$ cat config.mk
export PLATFORM = sky130hd
export DESIGN_NAME = zynq_shell_top
export DESIGN_NICKNAME = d
export VERILOG_FILES = /design/src/zynq_shell_pkg.sv /design/src/zynq_shell_top.sv /design/src/mem_profiler.sv /design/src/dram_rebase.sv /design/src/host_window_xlate.sv /design/src/csr_regfile.sv
export SDC_FILE = /design/constraint.sdc
export NUM_CORES = 1
export LEC_CHECK = 0
export BUFFER_PORTS_ARGS = -buffer_cell sky130_fd_sc_hd__buf_2
export CORE_AREA = 2 2 230 232
export DETAILED_ROUTE_END_ITERATION = 7
export DIE_AREA = 0 0 232 234
export PLACE_DENSITY_LB_ADDON = 0.08
export SYNTH_ARGS = -nofsm -noshare
export SYNTH_HDL_FRONTEND = slang
export SYNTH_SLANG_ARGS = --single-unit
$ cat constraint.sdc
create_clock -name aclk_i -period 11.08 [get_ports aclk_i]
set_input_delay 0.554 -clock aclk_i [delete_from_list [all_inputs] [get_ports aclk_i]]
set_output_delay 0.554 -clock aclk_i [all_outputs]
set_load 0.02 [all_outputs]
$ cat src/zynq_shell_pkg.sv
package zynq_shell_pkg;

   ////////////////////////////////////////
   // word and address types
   ////////////////////////////////////////

   localparam int WORD_W = 32;

   // CSR and host data word
   typedef logic [WORD_W-1:0] word_t;

   // GP1 window address, top two bits are lost on the ARM port
   typedef logic [29:0] host_addr_t;

   // processor physical address
   typedef logic [31:0] bp_addr_t;

   ////////////////////////////////////////
   // address map constants
   ////////////////////////////////////////

   // picks the DRAM half or the local half of the host window
   localparam int HOST_WINDOW_SEL_BIT = 29;
   localparam int HOST_OFFSET_W = 28;

   // processor DRAM starts here, removed by XOR before rebasing
   localparam bp_addr_t DRAM_WINDOW_BASE = 32'h8000_0000;

   // profiler region index is address bits 29..23
   localparam int PROF_REGION_MSB = 29;
   localparam int PROF_REGION_W = 7;
   localparam int PROF_MAP_W = 2 ** PROF_REGION_W;

   // one bit per region, read back as four words
   typedef logic [PROF_MAP_W-1:0] prof_map_t;

   ////////////////////////////////////////
   // CSR word indices
   ////////////////////////////////////////

   typedef logic [2:0] csr_idx_t;

   // index 3 is reserved and reads zero
   typedef enum csr_idx_t {
      CSR_SYS_RESETN = 3'd0,
      CSR_DRAM_INIT  = 3'd1,
      CSR_DRAM_BASE  = 3'd2,
      CSR_PROF0      = 3'd4,
      CSR_PROF1      = 3'd5,
      CSR_PROF2      = 3'd6,
      CSR_PROF3      = 3'd7
   } csr_idx_e;

endpackage
$ cat src/zynq_shell_top.sv
module zynq_shell_top
  #(parameter int DRAM_DATA_W = 64)
  (input  logic                        aclk_i
   , input  logic                      rst_i

   // ARM CSR access
   , input  logic                      csr_req_i
   , input  logic                      csr_we_i
   , input  zynq_shell_pkg::csr_idx_t  csr_addr_i
   , input  zynq_shell_pkg::word_t     csr_wdata_i
   , output logic                      csr_ack_o
   , output zynq_shell_pkg::word_t     csr_rdata_o

   // ARM GP1 host window
   , input  logic                      host_req_i
   , input  logic                      host_we_i
   , input  zynq_shell_pkg::host_addr_t host_addr_i
   , input  zynq_shell_pkg::word_t     host_wdata_i
   , output logic                      host_ack_o
   , output zynq_shell_pkg::word_t     host_rdata_o

   // processor host port
   , output logic                      bp_host_req_o
   , output logic                      bp_host_we_o
   , output zynq_shell_pkg::bp_addr_t  bp_host_addr_o
   , output zynq_shell_pkg::word_t     bp_host_wdata_o
   , input  logic                      bp_host_ack_i
   , input  zynq_shell_pkg::word_t     bp_host_rdata_i

   // processor DRAM requests
   , input  logic                      bp_dram_req_i
   , input  logic                      bp_dram_we_i
   , input  zynq_shell_pkg::bp_addr_t  bp_dram_addr_i
   , input  logic [DRAM_DATA_W-1:0]    bp_dram_wdata_i
   , output logic                      bp_dram_ack_o
   , output logic [DRAM_DATA_W-1:0]    bp_dram_rdata_o

   // ARM DRAM port
   , output logic                      mem_req_o
   , output logic                      mem_we_o
   , output zynq_shell_pkg::bp_addr_t  mem_addr_o
   , output logic [DRAM_DATA_W-1:0]    mem_wdata_o
   , input  logic                      mem_ack_i
   , input  logic [DRAM_DATA_W-1:0]    mem_rdata_i

   // active low processor reset
   , output logic                      sys_resetn_o
   );

   logic                      dram_init;
   zynq_shell_pkg::bp_addr_t  dram_base;
   logic                      issue_v;
   zynq_shell_pkg::bp_addr_t  issue_addr;
   zynq_shell_pkg::prof_map_t prof_map;

   ////////////////////////////////////////
   // control and status registers
   ////////////////////////////////////////

   csr_regfile i_csr_regfile
     (.aclk_i        (aclk_i)
      ,.rst_i        (rst_i)
      ,.csr_req_i    (csr_req_i)
      ,.csr_we_i     (csr_we_i)
      ,.csr_addr_i   (csr_addr_i)
      ,.csr_wdata_i  (csr_wdata_i)
      ,.csr_ack_o    (csr_ack_o)
      ,.csr_rdata_o  (csr_rdata_o)
      ,.prof_map_i   (prof_map)
      ,.sys_resetn_o (sys_resetn_o)
      ,.dram_init_o  (dram_init)
      ,.dram_base_o  (dram_base)
      );

   ////////////////////////////////////////
   // ARM to processor host window
   ////////////////////////////////////////

   host_window_xlate i_host_window_xlate
     (.aclk_i           (aclk_i)
      ,.rst_i           (rst_i)
      ,.host_req_i      (host_req_i)
      ,.host_we_i       (host_we_i)
      ,.host_addr_i     (host_addr_i)
      ,.host_wdata_i    (host_wdata_i)
      ,.host_ack_o      (host_ack_o)
      ,.host_rdata_o    (host_rdata_o)
      ,.bp_host_req_o   (bp_host_req_o)
      ,.bp_host_we_o    (bp_host_we_o)
      ,.bp_host_addr_o  (bp_host_addr_o)
      ,.bp_host_wdata_o (bp_host_wdata_o)
      ,.bp_host_ack_i   (bp_host_ack_i)
      ,.bp_host_rdata_i (bp_host_rdata_i)
      );

   ////////////////////////////////////////
   // processor DRAM path and profiling
   ////////////////////////////////////////

   dram_rebase #(.DRAM_DATA_W(DRAM_DATA_W)) i_dram_rebase
     (.aclk_i           (aclk_i)
      ,.rst_i           (rst_i)
      ,.bp_dram_req_i   (bp_dram_req_i)
      ,.bp_dram_we_i    (bp_dram_we_i)
      ,.bp_dram_addr_i  (bp_dram_addr_i)
      ,.bp_dram_wdata_i (bp_dram_wdata_i)
      ,.bp_dram_ack_o   (bp_dram_ack_o)
      ,.bp_dram_rdata_o (bp_dram_rdata_o)
      ,.mem_req_o       (mem_req_o)
      ,.mem_we_o        (mem_we_o)
      ,.mem_addr_o      (mem_addr_o)
      ,.mem_wdata_o     (mem_wdata_o)
      ,.mem_ack_i       (mem_ack_i)
      ,.mem_rdata_i     (mem_rdata_i)
      ,.dram_init_i     (dram_init)
      ,.dram_base_i     (dram_base)
      ,.issue_v_o       (issue_v)
      ,.issue_addr_o    (issue_addr)
      );

   // profiler map clears together with the processor
   mem_profiler i_mem_profiler
     (.aclk_i        (aclk_i)
      ,.rst_i        (rst_i)
      ,.sys_resetn_i (sys_resetn_o)
      ,.issue_v_i    (issue_v)
      ,.issue_addr_i (issue_addr)
      ,.prof_map_o   (prof_map)
      );

endmodule

$ cat src/mem_profiler.sv
module mem_profiler
  (input  logic                        aclk_i
   , input  logic                      rst_i

   // active low system reset from the CSRs
   , input  logic                      sys_resetn_i

   // issued DRAM requests, pre-rebase address
   , input  logic                      issue_v_i
   , input  zynq_shell_pkg::bp_addr_t  issue_addr_i

   , output zynq_shell_pkg::prof_map_t prof_map_o
   );

   logic [zynq_shell_pkg::PROF_REGION_W-1:0] region;
   zynq_shell_pkg::prof_map_t                 region_hit;
   logic                                      map_clear;

   // each region covers 8 MB of the DRAM window
   assign region = issue_addr_i[zynq_shell_pkg::PROF_REGION_MSB -: zynq_shell_pkg::PROF_REGION_W];

   // one-hot of the touched region, empty when nothing was issued
   always_comb begin
      region_hit = '0;
      region_hit[region] = issue_v_i;
   end

   // map is cleared by either reset
   assign map_clear = rst_i | ~sys_resetn_i;

   ////////////////////////////////////////
   // sticky region bitmap
   ////////////////////////////////////////

   always_ff @(posedge aclk_i) begin
      if (map_clear) begin
         prof_map_o <= '0;
      end else begin
         prof_map_o <= prof_map_o | region_hit;
      end
   end

endmodule

$ cat src/dram_rebase.sv
module dram_rebase
  #(parameter int DRAM_DATA_W = 64)
  (input  logic                       aclk_i
   , input  logic                     rst_i

   // processor DRAM requests
   , input  logic                     bp_dram_req_i
   , input  logic                     bp_dram_we_i
   , input  zynq_shell_pkg::bp_addr_t bp_dram_addr_i
   , input  logic [DRAM_DATA_W-1:0]   bp_dram_wdata_i
   , output logic                     bp_dram_ack_o
   , output logic [DRAM_DATA_W-1:0]   bp_dram_rdata_o

   // ARM DRAM port
   , output logic                     mem_req_o
   , output logic                     mem_we_o
   , output zynq_shell_pkg::bp_addr_t mem_addr_o
   , output logic [DRAM_DATA_W-1:0]   mem_wdata_o
   , input  logic                     mem_ack_i
   , input  logic [DRAM_DATA_W-1:0]   mem_rdata_i

   // allocation state from the CSRs
   , input  logic                     dram_init_i
   , input  zynq_shell_pkg::bp_addr_t dram_base_i

   // issued request report
   , output logic                     issue_v_o
   , output zynq_shell_pkg::bp_addr_t issue_addr_o
   );

   zynq_shell_pkg::bp_addr_t rebased_addr;
   logic                     fwd_start;
   logic                     ack_start;

   ////////////////////////////////////////
   // address rebase
   ////////////////////////////////////////

   // strip the processor DRAM base, then add the allocated ARM base
   assign rebased_addr = (bp_dram_addr_i ^ zynq_shell_pkg::DRAM_WINDOW_BASE) + dram_base_i;

   // requests wait here until the ARM side has allocated DRAM
   assign fwd_start = bp_dram_req_i & ~bp_dram_ack_o & ~mem_req_o & dram_init_i;
   assign ack_start = mem_ack_i & mem_req_o & ~bp_dram_ack_o;

   ////////////////////////////////////////
   // relay control
   ////////////////////////////////////////

   always_ff @(posedge aclk_i) begin
      if (rst_i) begin
         mem_req_o     <= 1'b0;
         bp_dram_ack_o <= 1'b0;
         issue_v_o     <= 1'b0;
      end else begin
         // one pulse per request, aligned with the rise of mem_req_o
         issue_v_o <= fwd_start;

         if (fwd_start) begin
            mem_req_o <= 1'b1;
         end else if (!bp_dram_req_i) begin
            mem_req_o <= 1'b0;
         end

         if (ack_start) begin
            bp_dram_ack_o <= 1'b1;
         end else if (!mem_ack_i) begin
            bp_dram_ack_o <= 1'b0;
         end
      end
   end

   always_ff @(posedge aclk_i) begin
      if (fwd_start) begin
         mem_we_o     <= bp_dram_we_i;
         mem_addr_o   <= rebased_addr;
         mem_wdata_o  <= bp_dram_wdata_i;
         issue_addr_o <= bp_dram_addr_i;
      end
      if (ack_start) begin
         bp_dram_rdata_o <= mem_rdata_i;
      end
   end

endmodule

$ cat src/host_window_xlate.sv
module host_window_xlate
  (input  logic                        aclk_i
   , input  logic                      rst_i

   // ARM GP1 window, requester side
   , input  logic                      host_req_i
   , input  logic                      host_we_i
   , input  zynq_shell_pkg::host_addr_t host_addr_i
   , input  zynq_shell_pkg::word_t     host_wdata_i
   , output logic                      host_ack_o
   , output zynq_shell_pkg::word_t     host_rdata_o

   // processor host port
   , output logic                      bp_host_req_o
   , output logic                      bp_host_we_o
   , output zynq_shell_pkg::bp_addr_t  bp_host_addr_o
   , output zynq_shell_pkg::word_t     bp_host_wdata_o
   , input  logic                      bp_host_ack_i
   , input  zynq_shell_pkg::word_t     bp_host_rdata_i
   );

   zynq_shell_pkg::bp_addr_t xlate_addr;
   logic                     fwd_start;
   logic                     ack_start;

   // window bit 29 low maps to processor DRAM at 8000_0000,
   // high maps to local space at 0000_0000
   always_comb begin
      xlate_addr = '0;
      xlate_addr[zynq_shell_pkg::HOST_OFFSET_W-1:0] =
         host_addr_i[zynq_shell_pkg::HOST_OFFSET_W-1:0];
      xlate_addr[$bits(zynq_shell_pkg::bp_addr_t)-1] =
         ~host_addr_i[zynq_shell_pkg::HOST_WINDOW_SEL_BIT];
   end

   assign fwd_start = host_req_i & ~host_ack_o & ~bp_host_req_o;
   assign ack_start = bp_host_ack_i & bp_host_req_o & ~host_ack_o;

   always_ff @(posedge aclk_i) begin
      if (rst_i) begin
         bp_host_req_o <= 1'b0;
         host_ack_o    <= 1'b0;
      end else begin
         // downstream req follows the upstream req
         if (fwd_start) begin
            bp_host_req_o <= 1'b1;
         end else if (!host_req_i) begin
            bp_host_req_o <= 1'b0;
         end

         // upstream ack follows the downstream ack
         if (ack_start) begin
            host_ack_o <= 1'b1;
         end else if (!bp_host_ack_i) begin
            host_ack_o <= 1'b0;
         end
      end
   end

   always_ff @(posedge aclk_i) begin
      if (fwd_start) begin
         bp_host_we_o    <= host_we_i;
         bp_host_addr_o  <= xlate_addr;
         bp_host_wdata_o <= host_wdata_i;
      end
      if (ack_start) begin
         host_rdata_o <= bp_host_rdata_i;
      end
   end

endmodule

$ cat src/csr_regfile.sv
module csr_regfile
  (input  logic                         aclk_i
   , input  logic                       rst_i

   // ARM side register access
   , input  logic                       csr_req_i
   , input  logic                       csr_we_i
   , input  zynq_shell_pkg::csr_idx_t   csr_addr_i
   , input  zynq_shell_pkg::word_t      csr_wdata_i
   , output logic                       csr_ack_o
   , output zynq_shell_pkg::word_t      csr_rdata_o

   // status from the profiler
   , input  zynq_shell_pkg::prof_map_t  prof_map_i

   // control state
   , output logic                       sys_resetn_o
   , output logic                       dram_init_o
   , output zynq_shell_pkg::bp_addr_t   dram_base_o
   );

   zynq_shell_pkg::csr_idx_e csr_idx;
   zynq_shell_pkg::word_t    rd_word;
   logic [1:0]               prof_sel;
   logic                     csr_start;

   logic                     sys_resetn_r;
   logic                     dram_init_r;
   zynq_shell_pkg::bp_addr_t dram_base_r;

   assign csr_idx  = zynq_shell_pkg::csr_idx_e'(csr_addr_i);
   assign prof_sel = csr_addr_i[1:0];

   // a new access is accepted only while the previous ack is low
   assign csr_start = csr_req_i & ~csr_ack_o;

   ////////////////////////////////////////
   // read mux
   ////////////////////////////////////////

   always_comb begin
      rd_word = '0;
      case (csr_idx)
         zynq_shell_pkg::CSR_SYS_RESETN: begin
            rd_word = zynq_shell_pkg::word_t'(sys_resetn_r);
         end
         zynq_shell_pkg::CSR_DRAM_INIT: begin
            rd_word = zynq_shell_pkg::word_t'(dram_init_r);
         end
         zynq_shell_pkg::CSR_DRAM_BASE: begin
            rd_word = dram_base_r;
         end
         zynq_shell_pkg::CSR_PROF0,
         zynq_shell_pkg::CSR_PROF1,
         zynq_shell_pkg::CSR_PROF2,
         zynq_shell_pkg::CSR_PROF3: begin
            rd_word = prof_map_i[prof_sel*zynq_shell_pkg::WORD_W +: zynq_shell_pkg::WORD_W];
         end
         default: begin
            rd_word = '0;
         end
      endcase
   end

   ////////////////////////////////////////
   // handshake and writable registers
   ////////////////////////////////////////

   always_ff @(posedge aclk_i) begin
      if (rst_i) begin
         csr_ack_o    <= 1'b0;
         sys_resetn_r <= 1'b0;
         dram_init_r  <= 1'b0;
         dram_base_r  <= '0;
      end else if (csr_start) begin
         csr_ack_o <= 1'b1;
         if (csr_we_i) begin
            // profiler words and the reserved slot ignore writes
            case (csr_idx)
               zynq_shell_pkg::CSR_SYS_RESETN: sys_resetn_r <= csr_wdata_i[0];
               zynq_shell_pkg::CSR_DRAM_INIT:  dram_init_r  <= csr_wdata_i[0];
               zynq_shell_pkg::CSR_DRAM_BASE:  dram_base_r  <= csr_wdata_i;
               default: begin
               end
            endcase
         end
      end else if (!csr_req_i) begin
         csr_ack_o <= 1'b0;
      end
   end

   // read data is valid while ack is high, a write returns zero
   always_ff @(posedge aclk_i) begin
      if (csr_start) begin
         csr_rdata_o <= csr_we_i ? '0 : rd_word;
      end
   end

   assign sys_resetn_o = sys_resetn_r;
   assign dram_init_o  = dram_init_r;
   assign dram_base_o  = dram_base_r;

endmodule

### After elaboration in Yosys (flattened, before gate mapping)

Index checks and enable logic that the tools add are counted.
Widths: inputs -> output; s select.

* $add $sub $neg: 1
* order comparisons: 2
* equality and inequality tests: 11
* shifts and indexed selects: 1
* muxes and demuxes: 13
* bitwise gates (word level): 21
* reduce and logical (&&, ||, !) cells: 6

Operators with widths (count)
* $and 128x128->128: 1
* $or 128x128->128: 1
* $pmux 32 s4: 1
* $shiftx 128x8->32: 1
* $add 32x32->32: 1
* $eq 3x3->1 const B: 4
* $mux 1: 11
* $and 1x1->1: 10
* $ne 2x1->1 const B: 5
* $reduce_and 3->1: 3
* $lt 7x8->1 const B: 1
* $not 1->1: 8
* $demux 1 s7: 1
* $ge 7x1->1 const B: 1
* $reduce_or 4->1: 1
* $eq 3x1->1 const B: 1
* $eq 3x2->1 const B: 1
* $logic_not 3->1: 1
* $logic_and 1x1->1: 1
* $or 1x1->1: 1

* register bits after elaboration: 485
* input port bits: 299
* logic and storage cells: 75

### Longest topological paths before layout

Gate-level depths: netlist of run 1.

* word-level depth: 6
* gate-level depth with buffers: 9

### By module

A second synthesis of run 1 with hierarchy kept.

* cells, all modules: 1413
* area, all modules: 18913.1 µm²

By module, submodules not included
* dram_rebase: times used 1, cells an instance 471, area an instance 7842.5 µm²
* mem_profiler: times used 1, cells an instance 453, area an instance 4380.5 µm²
* csr_regfile: times used 1, cells an instance 382, area an instance 3746.1 µm²
* host_window_xlate: times used 1, cells an instance 107, area an instance 2944.1 µm²

### Least setup slack after synthesis of run 1

OpenSTA, ideal clock, no wires.

* path kind: input -> register
* start: input port mem_ack_i
* end: register i_dram_rebase.bp_dram_rdata_o[0] (enable)
* library setup time: 0.486 ns
* arrival time: 3.286 ns
* required time: 10.594 ns
* slack: 7.308 ns
* stages on the path: 2
* buffers on the path: 0
* path through: nand2_1 nor2_1

* longest elaborated chain between the ends: 2

RTL lines
* start, declared: RTL line zynq_shell_top.sv:43 `, input logic mem_ack_i`
* $and 1x1->1 (2 in a row): RTL line dram_rebase.sv:44 `assign ack_start = mem_ack_i & mem_req_o & ~bp_dram_ack_o;`
* via i_dram_rebase.ack_start: RTL line dram_rebase.sv:33 `logic ack_start;`
* end signal, assigned: RTL line dram_rebase.sv:81 `bp_dram_rdata_o <= mem_rdata_i;`
* end, declared: RTL line dram_rebase.sv:12 `, output logic [DRAM_DATA_W-1:0] bp_dram_rdata_o`

The timed path passes the listed nets, and every way through them passes these cells.
A chain may end at the register's enable or synchronous reset.

### Final worst setup path of run 1

* start: register i_csr_regfile.dram_base_r[0], in the netlist i_csr_regfile.dram_base_o[0]
* end: register i_dram_rebase.mem_addr_o[30], data pin

* longest elaborated chain between the ends: 1

RTL lines
* start, declared: RTL line csr_regfile.sv:29 `zynq_shell_pkg::bp_addr_t dram_base_r;`
* start signal, assigned: RTL line csr_regfile.sv:82 `zynq_shell_pkg::CSR_DRAM_BASE: dram_base_r <= csr_wdata_i;`
* $add 32x32->32: RTL line dram_rebase.sv:40 `assign rebased_addr = (bp_dram_addr_i ^ zynq_shell_pkg::DRAM_WINDOW_BASE) + dram_base_i;`
* via i_dram_rebase.rebased_addr[30]: RTL line dram_rebase.sv:31 `zynq_shell_pkg::bp_addr_t rebased_addr;`
* end signal, assigned: RTL line dram_rebase.sv:76 `mem_addr_o <= rebased_addr;`
* end, declared: RTL line dram_rebase.sv:17 `, output zynq_shell_pkg::bp_addr_t mem_addr_o`

The timed path passes the listed nets, and every way through them passes these cells.

==> flow_metrics.env, run 1 <==
export IMPL_status="finished, final reports clean"
export IMPL_met2WireLength_um=30700
export IMPL_core_area_um2=52000
export IMPL_drt_wl_total_um=64500
export IMPL_yosysTopAreaCell="edfxtp_1"
export IMPL_post_cts_resized=0
export IMPL_synthAdderAreaFrac_pct=2.36
export IMPL_clock_fmax_mhz=327
export IMPL_clk_pin_slew_worst_paths_ps=60
export IMPL_mostFrequentLayoutCell="buf_2"
export IMPL_ant_nets=0
export IMPL_rr_startpoint="i_csr_regfile.dram_base_o[0]"
export IMPL_grt_remaining_overflow=0
export IMPL_grt_pass1_wl_um=88500
export IMPL_crit_chain="ha_1 -> fa_1 -> a211oi_2 -> o21ai_2 -> o211a_1 -> o31ai_1 -> a31oi_1 -> mux2i_1 -> o211ai_1"
export IMPL_synth_edf_count=294
export IMPL_antenna_found_initial=21
export IMPL_ios=595
export IMPL_drt_iter0_markers=996
export IMPL_tritoncts="done"
export IMPL_hold_buffers=0
export IMPL_cpPeakStageDelay_ps=540
export IMPL_most_common_layout_cells="buf_2 (590), edfxtp_1 (294), nor2_1 (195)"
export IMPL_ys_top_cells_by_area="edfxtp_1 (51%), dfxtp_1 (19%), a21oi_1 (5.4%)"
export IMPL_peakVddDrop_mv=0.113
export IMPL_die_w_um=232
export IMPL_end_kind="flip-flop"
export IMPL_drive_above_1_share_pct=37.6
export IMPL_clockBufferDepth=3
export IMPL_cts_setup_buffers=0
export IMPL_yosysWarnings=0
export IMPL_io_buffers=590
export IMPL_post_place_cells=2533
export IMPL_synth_compound_area_share_pct=10.3
export IMPL_wl_met3_um=4850
export IMPL_cts_buffers=51
export IMPL_async_reset_ff_share_pct=0
export IMPL_finalHoldViolations=0
export IMPL_ys_types=55
export IMPL_first_pass_iters=5
export IMPL_gp_congestion=0.949
export IMPL_hold_class="in -> reg"
export IMPL_avgSynthCellArea_um2=13.2
export IMPL_synth_seq_cells=462
export IMPL_power_density_nw_per_um2=164
export IMPL_hp_start="mem_rdata_i[28]"
export IMPL_grt_max_degree=77
export IMPL_numClockSinks=462
export IMPL_synth_xor_area_share_pct=1.42
export IMPL_crit_buf_inv=0
export IMPL_tightestPinTransition_ps=1250
export IMPL_cp_arrival_ps=3380
export IMPL_highest_layer="met5"
export IMPL_path_class="reg -> reg"
export IMPL_drc=0
export IMPL_fin_crit_ps=3060
export IMPL_whs_ps=135
export IMPL_synthSimpleGateAreaFrac_pct=9.02
export IMPL_syn_area_um2=17300
export IMPL_yosysSeqAreaShare_pct=70.6
export IMPL_initial_utilization_pct=33.2
export IMPL_core_rowCount=84
export IMPL_layout_nets=2229
export IMPL_post_route_period_util_pct=27.6
export IMPL_yosysTopAreaCellShare_pct=51.1
export IMPL_required_ps=11400
export IMPL_rsz0062_at_grt="false"
export IMPL_slew_viol_final=0
export IMPL_die_area_um2=54300
export IMPL_netlist_instances=1307
export IMPL_max_cap_viol_count=0
export IMPL_die_h_um=234
export IMPL_clk_latency_ps=590
export IMPL_slowest_stage="o31ai_1"
export IMPL_pre_cts_slack_ps=7730
export IMPL_syn2layout_area_growth_pct=30.8
export IMPL_p_leak_nw=8.92
export IMPL_startpoint_type="flip-flop"
export IMPL_synth_top_family_by_area="compound AO/OA/AOI/OAI gates"
export IMPL_num_vias=12900
export IMPL_vias_per_cell=4.91
export IMPL_cts_root_buf="clkbuf_16"
export IMPL_crit_start="i_csr_regfile.dram_base_o[0]"
export IMPL_crit_fanout=5
export IMPL_synth_ff_type="edfxtp_1"
export IMPL_post_dp_hpwl_um=49300
export IMPL_track_usage_pct=22.7
export IMPL_timing_final_ws_setup_ps=8020
export IMPL_grt_pass1_vias=12400
export IMPL_h_tree_depth=2
export IMPL_tns_ps=0
export IMPL_muxShareOfSynthArea_pct=4.35
export IMPL_met1Wirelength_um=27800
export IMPL_wl_per_cell_um=24.5
export IMPL_relSlewSlack_pct=16.0
export IMPL_skew_ps=20.0
export IMPL_fin_cells=2628
export IMPL_setup_violations=0
export IMPL_cpLargestDelayFamily="compound AO/OA/AOI/OAI gates"
-- state kept, by name, indices dropped and copies added, names as in the netlist, 7 cells and up --
name / cells
i_dram_rebase.mem_wdata_o: 64
i_dram_rebase.mem_addr_o: 32
i_host_window_xlate.bp_host_wdata_o: 32
i_dram_rebase.bp_dram_rdata_o: 64
i_csr_regfile.csr_rdata_o: 32
i_mem_profiler.prof_map_o: 128
i_dram_rebase.issue_addr_o: 7
i_csr_regfile.dram_base_o: 32
i_host_window_xlate.host_rdata_o: 32
i_host_window_xlate.bp_host_addr_o: 29
-- Yosys cell counts (3+ instances only) --
| master | n |
|---|---|
| a211o_1 | 4 |
| inv_1 | 9 |
| a21o_1 | 22 |
| a21oi_1 | 186 |
| o21ai_0 | 9 |
| nand2_1 | 99 |
| nor3_1 | 15 |
| clkbuf_1 | 56 |
| o211ai_1 | 4 |
| nand4_1 | 9 |
| edfxtp_1 | 294 |
| nand2b_1 | 11 |
| dfxtp_1 | 168 |
| buf_2 | 4 |
| a22oi_1 | 31 |
| nor2_1 | 197 |
| buf_1 | 6 |
| xor2_1 | 10 |
| nor2b_1 | 7 |
| nor3b_1 | 6 |
| o21ai_1 | 4 |
| xnor2_1 | 18 |
| mux2i_1 | 3 |
| buf_4 | 3 |
| and3_1 | 5 |
| a31oi_1 | 8 |
| o21a_1 | 5 |
| nand3_1 | 10 |
| mux4_2 | 32 |
| a211oi_1 | 5 |
| or3_1 | 5 |
| ha_1 | 31 |
-- report_power, final --
group	internal (mW)	total [mW]	switching (mW)	leakage, nW
logic	0.0759	0.203	0.127	4.06
registers	1.86	1.87	0.00879	4.07
clock network	0.957	1.64	0.684	0.787
-- layer usage --
layer / vias to the layer above / GRT usage [%]
li1: 5971 / -
met1: 6351 / 30.8
met2: 483 / 36.8
met3: 82 / 5.87
met4: 20 / 4.33
met5: - / 0
-- cells by family (layout without fill, tap and decap cells) --
| group | Yosys count | in the layout |
|---|---|---|
| AO/OA/AOI/OAI | 299 | 299 |
| other | 1 | 4 |
| XOR/XNOR | 28 | 28 |
| buffers and inverters | 80 | 710 |
| multiplexers | 35 | 35 |
| adder cells (fa/ha/maj) | 32 | 32 |
| AND/OR/NAND/NOR | 370 | 370 |
| flip-flops | 462 | 462 |
-- worst paths after layout --
| path | to | slack, ps | cells past startpoint |
|---|---|---|---|
| worst max register to register | i_dram_rebase.mem_addr_o[30] | 8020 | 9 |
| worst max-delay path | i_dram_rebase.mem_addr_o[30] | 8020 | 9 |
| worst min register to register | i_mem_profiler.prof_map_o[94] | 460 | 2 |
| worst min-delay path | i_dram_rebase.bp_dram_rdata_o[28] | 130 | 1 |
-- cell type report --
type	count	area [um^2]
fill	5020	29400
clock buffer	71	1410
timing repair buffer	607	3080
clock inverter	23	196
tap	688	861
inverter	9	36.3
multi-input combinational	767	4800
antenna	1	2.50
sequential	462	12200
-- through the flow --
stage | area [um^2] | total power [mW] | util [%]
floorplan | 17300 | 2.00 | -
global placement | 21000 | 2.11 | 40.3
detailed placement | 21000 | 2.11 | 40.3
CTS | 22600 | 3.75 | 43.4
global route | 22600 | 3.84 | 43.4
finish | 22600 | 3.71 | 43.4
No activity file was read; power rests on OpenSTA's default activity.
==> inputs of run 2 (changes only) <==
--- a/config.mk
+++ b/config.mk
@@ -6,9 +6,9 @@
 export NUM_CORES = 1
 export LEC_CHECK = 0
 export BUFFER_PORTS_ARGS = -buffer_cell sky130_fd_sc_hd__buf_2
-export CORE_AREA = 2 2 230 232
+export CORE_AREA = 2 2 232 234
 export DETAILED_ROUTE_END_ITERATION = 7
-export DIE_AREA = 0 0 232 234
+export DIE_AREA = 0 0 234 236
 export PLACE_DENSITY_LB_ADDON = 0.08
 export SYNTH_ARGS = -nofsm -noshare
 export SYNTH_HDL_FRONTEND = slang
==> constraint.sdc (replaced) <==
create_clock -name aclk_i -period 2.9 [get_ports aclk_i]
set_input_delay 0.145 -clock aclk_i [delete_from_list [all_inputs] [get_ports aclk_i]]
set_output_delay 0.145 -clock aclk_i [all_outputs]
set_load 0.02 [all_outputs]
==> run 2 against run 1 <==
- combinational power rose to 5.7 times the previous value
- critical endpoint is now i_dram_rebase.mem_addr_o[28]
- first-iteration DRC count grew 1.1%
- die area rose by 1.7%
==> flow_metrics.env, run 2 (synthesis results as in run 1) <==
export IMPL_clk_pin_slew_worst_paths_ps=60
export IMPL_grt_pass1_wl_um=100000
export IMPL_post_route_period_util_pct=96.2
export IMPL_tritoncts="done"
export IMPL_tightestPinTransition_ps=822
export IMPL_grt_remaining_overflow=0
export IMPL_core_area_um2=53100
export IMPL_rsz0062_at_grt="false"
export IMPL_multi_input_area_um2=4800
export IMPL_nFillCells=4843
export IMPL_drive_above_1_share_pct=34.5
export IMPL_regMostFlops="i_mem_profiler.prof_map_o"
export IMPL_drc=0
export IMPL_clk_latency_ps=600
export IMPL_hold_class="in -> reg"
export IMPL_die_w_um=234
export IMPL_end_kind="flip-flop"
export IMPL_grt_pass1_vias=14200
export IMPL_finalHoldViolations=0
export IMPL_cts_buffers=52
export IMPL_startpoint_type="flip-flop"
export IMPL_whs_ps=126
export IMPL_h_tree_depth=2
export IMPL_gp_congestion=0.938
export IMPL_placed_area_um2=21200
export IMPL_drt_iter0_markers=1007
export IMPL_tns_ps=0
export IMPL_layout_nets=2531
export IMPL_setup_violations=0
export IMPL_syn2layout_area_growth_pct=49.3
export IMPL_path_class="reg -> reg"
export IMPL_crit_fanout=3
export IMPL_peakVddDrop_mv=0.487
export IMPL_rr_endpoint="i_dram_rebase.mem_addr_o[28]"
export IMPL_post_dp_hpwl_um=54600
export IMPL_relSlewSlack_pct=45.1
export IMPL_ios=595
export IMPL_track_usage_pct=25.4
export IMPL_die_area_um2=55200
export IMPL_clockBufferDepth=3
export IMPL_ant_nets=0
export IMPL_cts_setup_buffers=0
export IMPL_clock_fmax_mhz=358
export IMPL_wl_per_cell_um=24.5
export IMPL_seq_area_um2=12200
export IMPL_initial_utilization_pct=32.5
export IMPL_min_path_cells=3
export IMPL_io_buffers=590
export IMPL_die_h_um=236
export IMPL_design_area_um2=25800
export IMPL_vias_per_cell=4.89
export IMPL_most_common_layout_cells="buf_2 (590), edfxtp_1 (294), dlygate4sd3_1 (272)"
export IMPL_cts_root_buf="clkbuf_16"
export IMPL_required_ps=3240
export IMPL_p_leak_nw=10.3
export IMPL_drt_wl_total_um=72300
export IMPL_largest_register_ffs=128
export IMPL_hp_start="bp_dram_addr_i[30]"
export IMPL_grt_max_degree=82
export IMPL_first_pass_iters=7
export IMPL_antenna_found_initial=25
export IMPL_worstHoldEndpoint="i_dram_rebase.mem_addr_o[30]"
export IMPL_cp_arrival_ps=3130
export IMPL_core_rowCount=85
export IMPL_max_cap_viol_count=0
export IMPL_top_regs="i_mem_profiler.prof_map_o: 128 flops, i_dram_rebase.bp_dram_rdata_o: 64 flops, i_dram_rebase.mem_wdata_o: 64 flops"
export IMPL_power_density_nw_per_um2=589
export IMPL_status="finished, final reports clean"
export IMPL_mostFrequentLayoutCell="buf_2"
export IMPL_reg2regPathDepth=9
export IMPL_num_vias=14400
export IMPL_fin_crit_ps=2790
export IMPL_skew_ps=14.6
export IMPL_rr_startpoint="i_csr_regfile.dram_base_o[0]"
export IMPL_numClockSinks=462
export IMPL_slew_viol_final=0
export IMPL_reg2reg_setup_slack_ps=110
[run 2: stage by stage]
| stage | utilization, % | power (mW) | setup WS, ps | instances |
|---|---|---|---|---|
| after global placement | 40.0 | 8.11 | 86.1 | 2570 |
| after CTS | 48.5 | 15.3 | 47.3 | 2938 |
| final | 48.6 | 15.2 | 109 | 2952 |
| after global routing | 48.5 | 15.7 | 13.7 | 2945 |
| after floorplan | - | 7.64 | 254 | 1309 |
| after detailed placement | 40.0 | 8.11 | 54.3 | 2570 |
[run 2: how the worst max path moves through the flow]
stage | to | slack, ps | depth (start not counted) | start
floorplan | i_dram_rebase.issue_addr_o[23] | 250 | 3 | i_dram_rebase.bp_dram_ack_o
global placement | i_dram_rebase.mem_addr_o[28] | 90 | 9 | i_csr_regfile.dram_base_o[0]
detailed placement | i_dram_rebase.mem_addr_o[28] | 50 | 9 | i_csr_regfile.dram_base_o[0]
CTS | i_dram_rebase.mem_addr_o[28] | 50 | 9 | i_csr_regfile.dram_base_o[0]
global route | i_dram_rebase.mem_addr_o[28] | 10 | 9 | i_csr_regfile.dram_base_o[0]
finish | i_dram_rebase.mem_addr_o[28] | 110 | 9 | i_csr_regfile.dram_base_o[0]
[run 2: cell type report]
class / count / area share (%)
Antenna cell: 14 / 0.136
Clock buffer: 64 / 5.58
Clock inverter: 32 / 1.32
Inverter: 9 / 0.146
Multi-Input combinational cell: 767 / 18.6
Sequential cell: 462 / 47.3
Tap cell: 696 / 3.38
Timing Repair Buffer: 908 / 23.5
[run 2: routing by layer]
layer | part of all wire (%) | vias to the layer above | global-route usage [%] | wire (um)
met4 | 2.6 | 10 | 7.61 | 1860
met2 | 46 | 607 | 39.9 | 33400
met3 | 9.4 | 94 | 7.66 | 6810
li1 | - | 6600 | - | -
met1 | 42 | 7120 | 33.7 | 30100
met5 | 0.10 | - | 0 | 73
[run 2: what timing repair did]
| item | in CTS | in global routing |
|---|---|---|
| endpoints found under the setup margin | 0 | 1 |
| hold buffers | 272 | 0 |
| gates resized for setup | 0 | 1 |
| endpoints found under the hold margin | 273 | 0 |
[run 2: critical path: stages, from the launching register on]
cell	delay, ps
dfxtp_1	340
ha_1	240
fa_2	380
a211oi_2	220
o21ai_2	130
o211ai_2	170
a211oi_1	120
or4_4	570
o2111ai_1	250
o211ai_2	110
[run 2: power by group]
part           leakage (nW)  internal [mW]  switching [mW]
clock network         0.889           4.13            2.75
logic                  5.35          0.544           0.619
registers              4.07           7.10          0.0357
total                  10.3           11.8            3.40
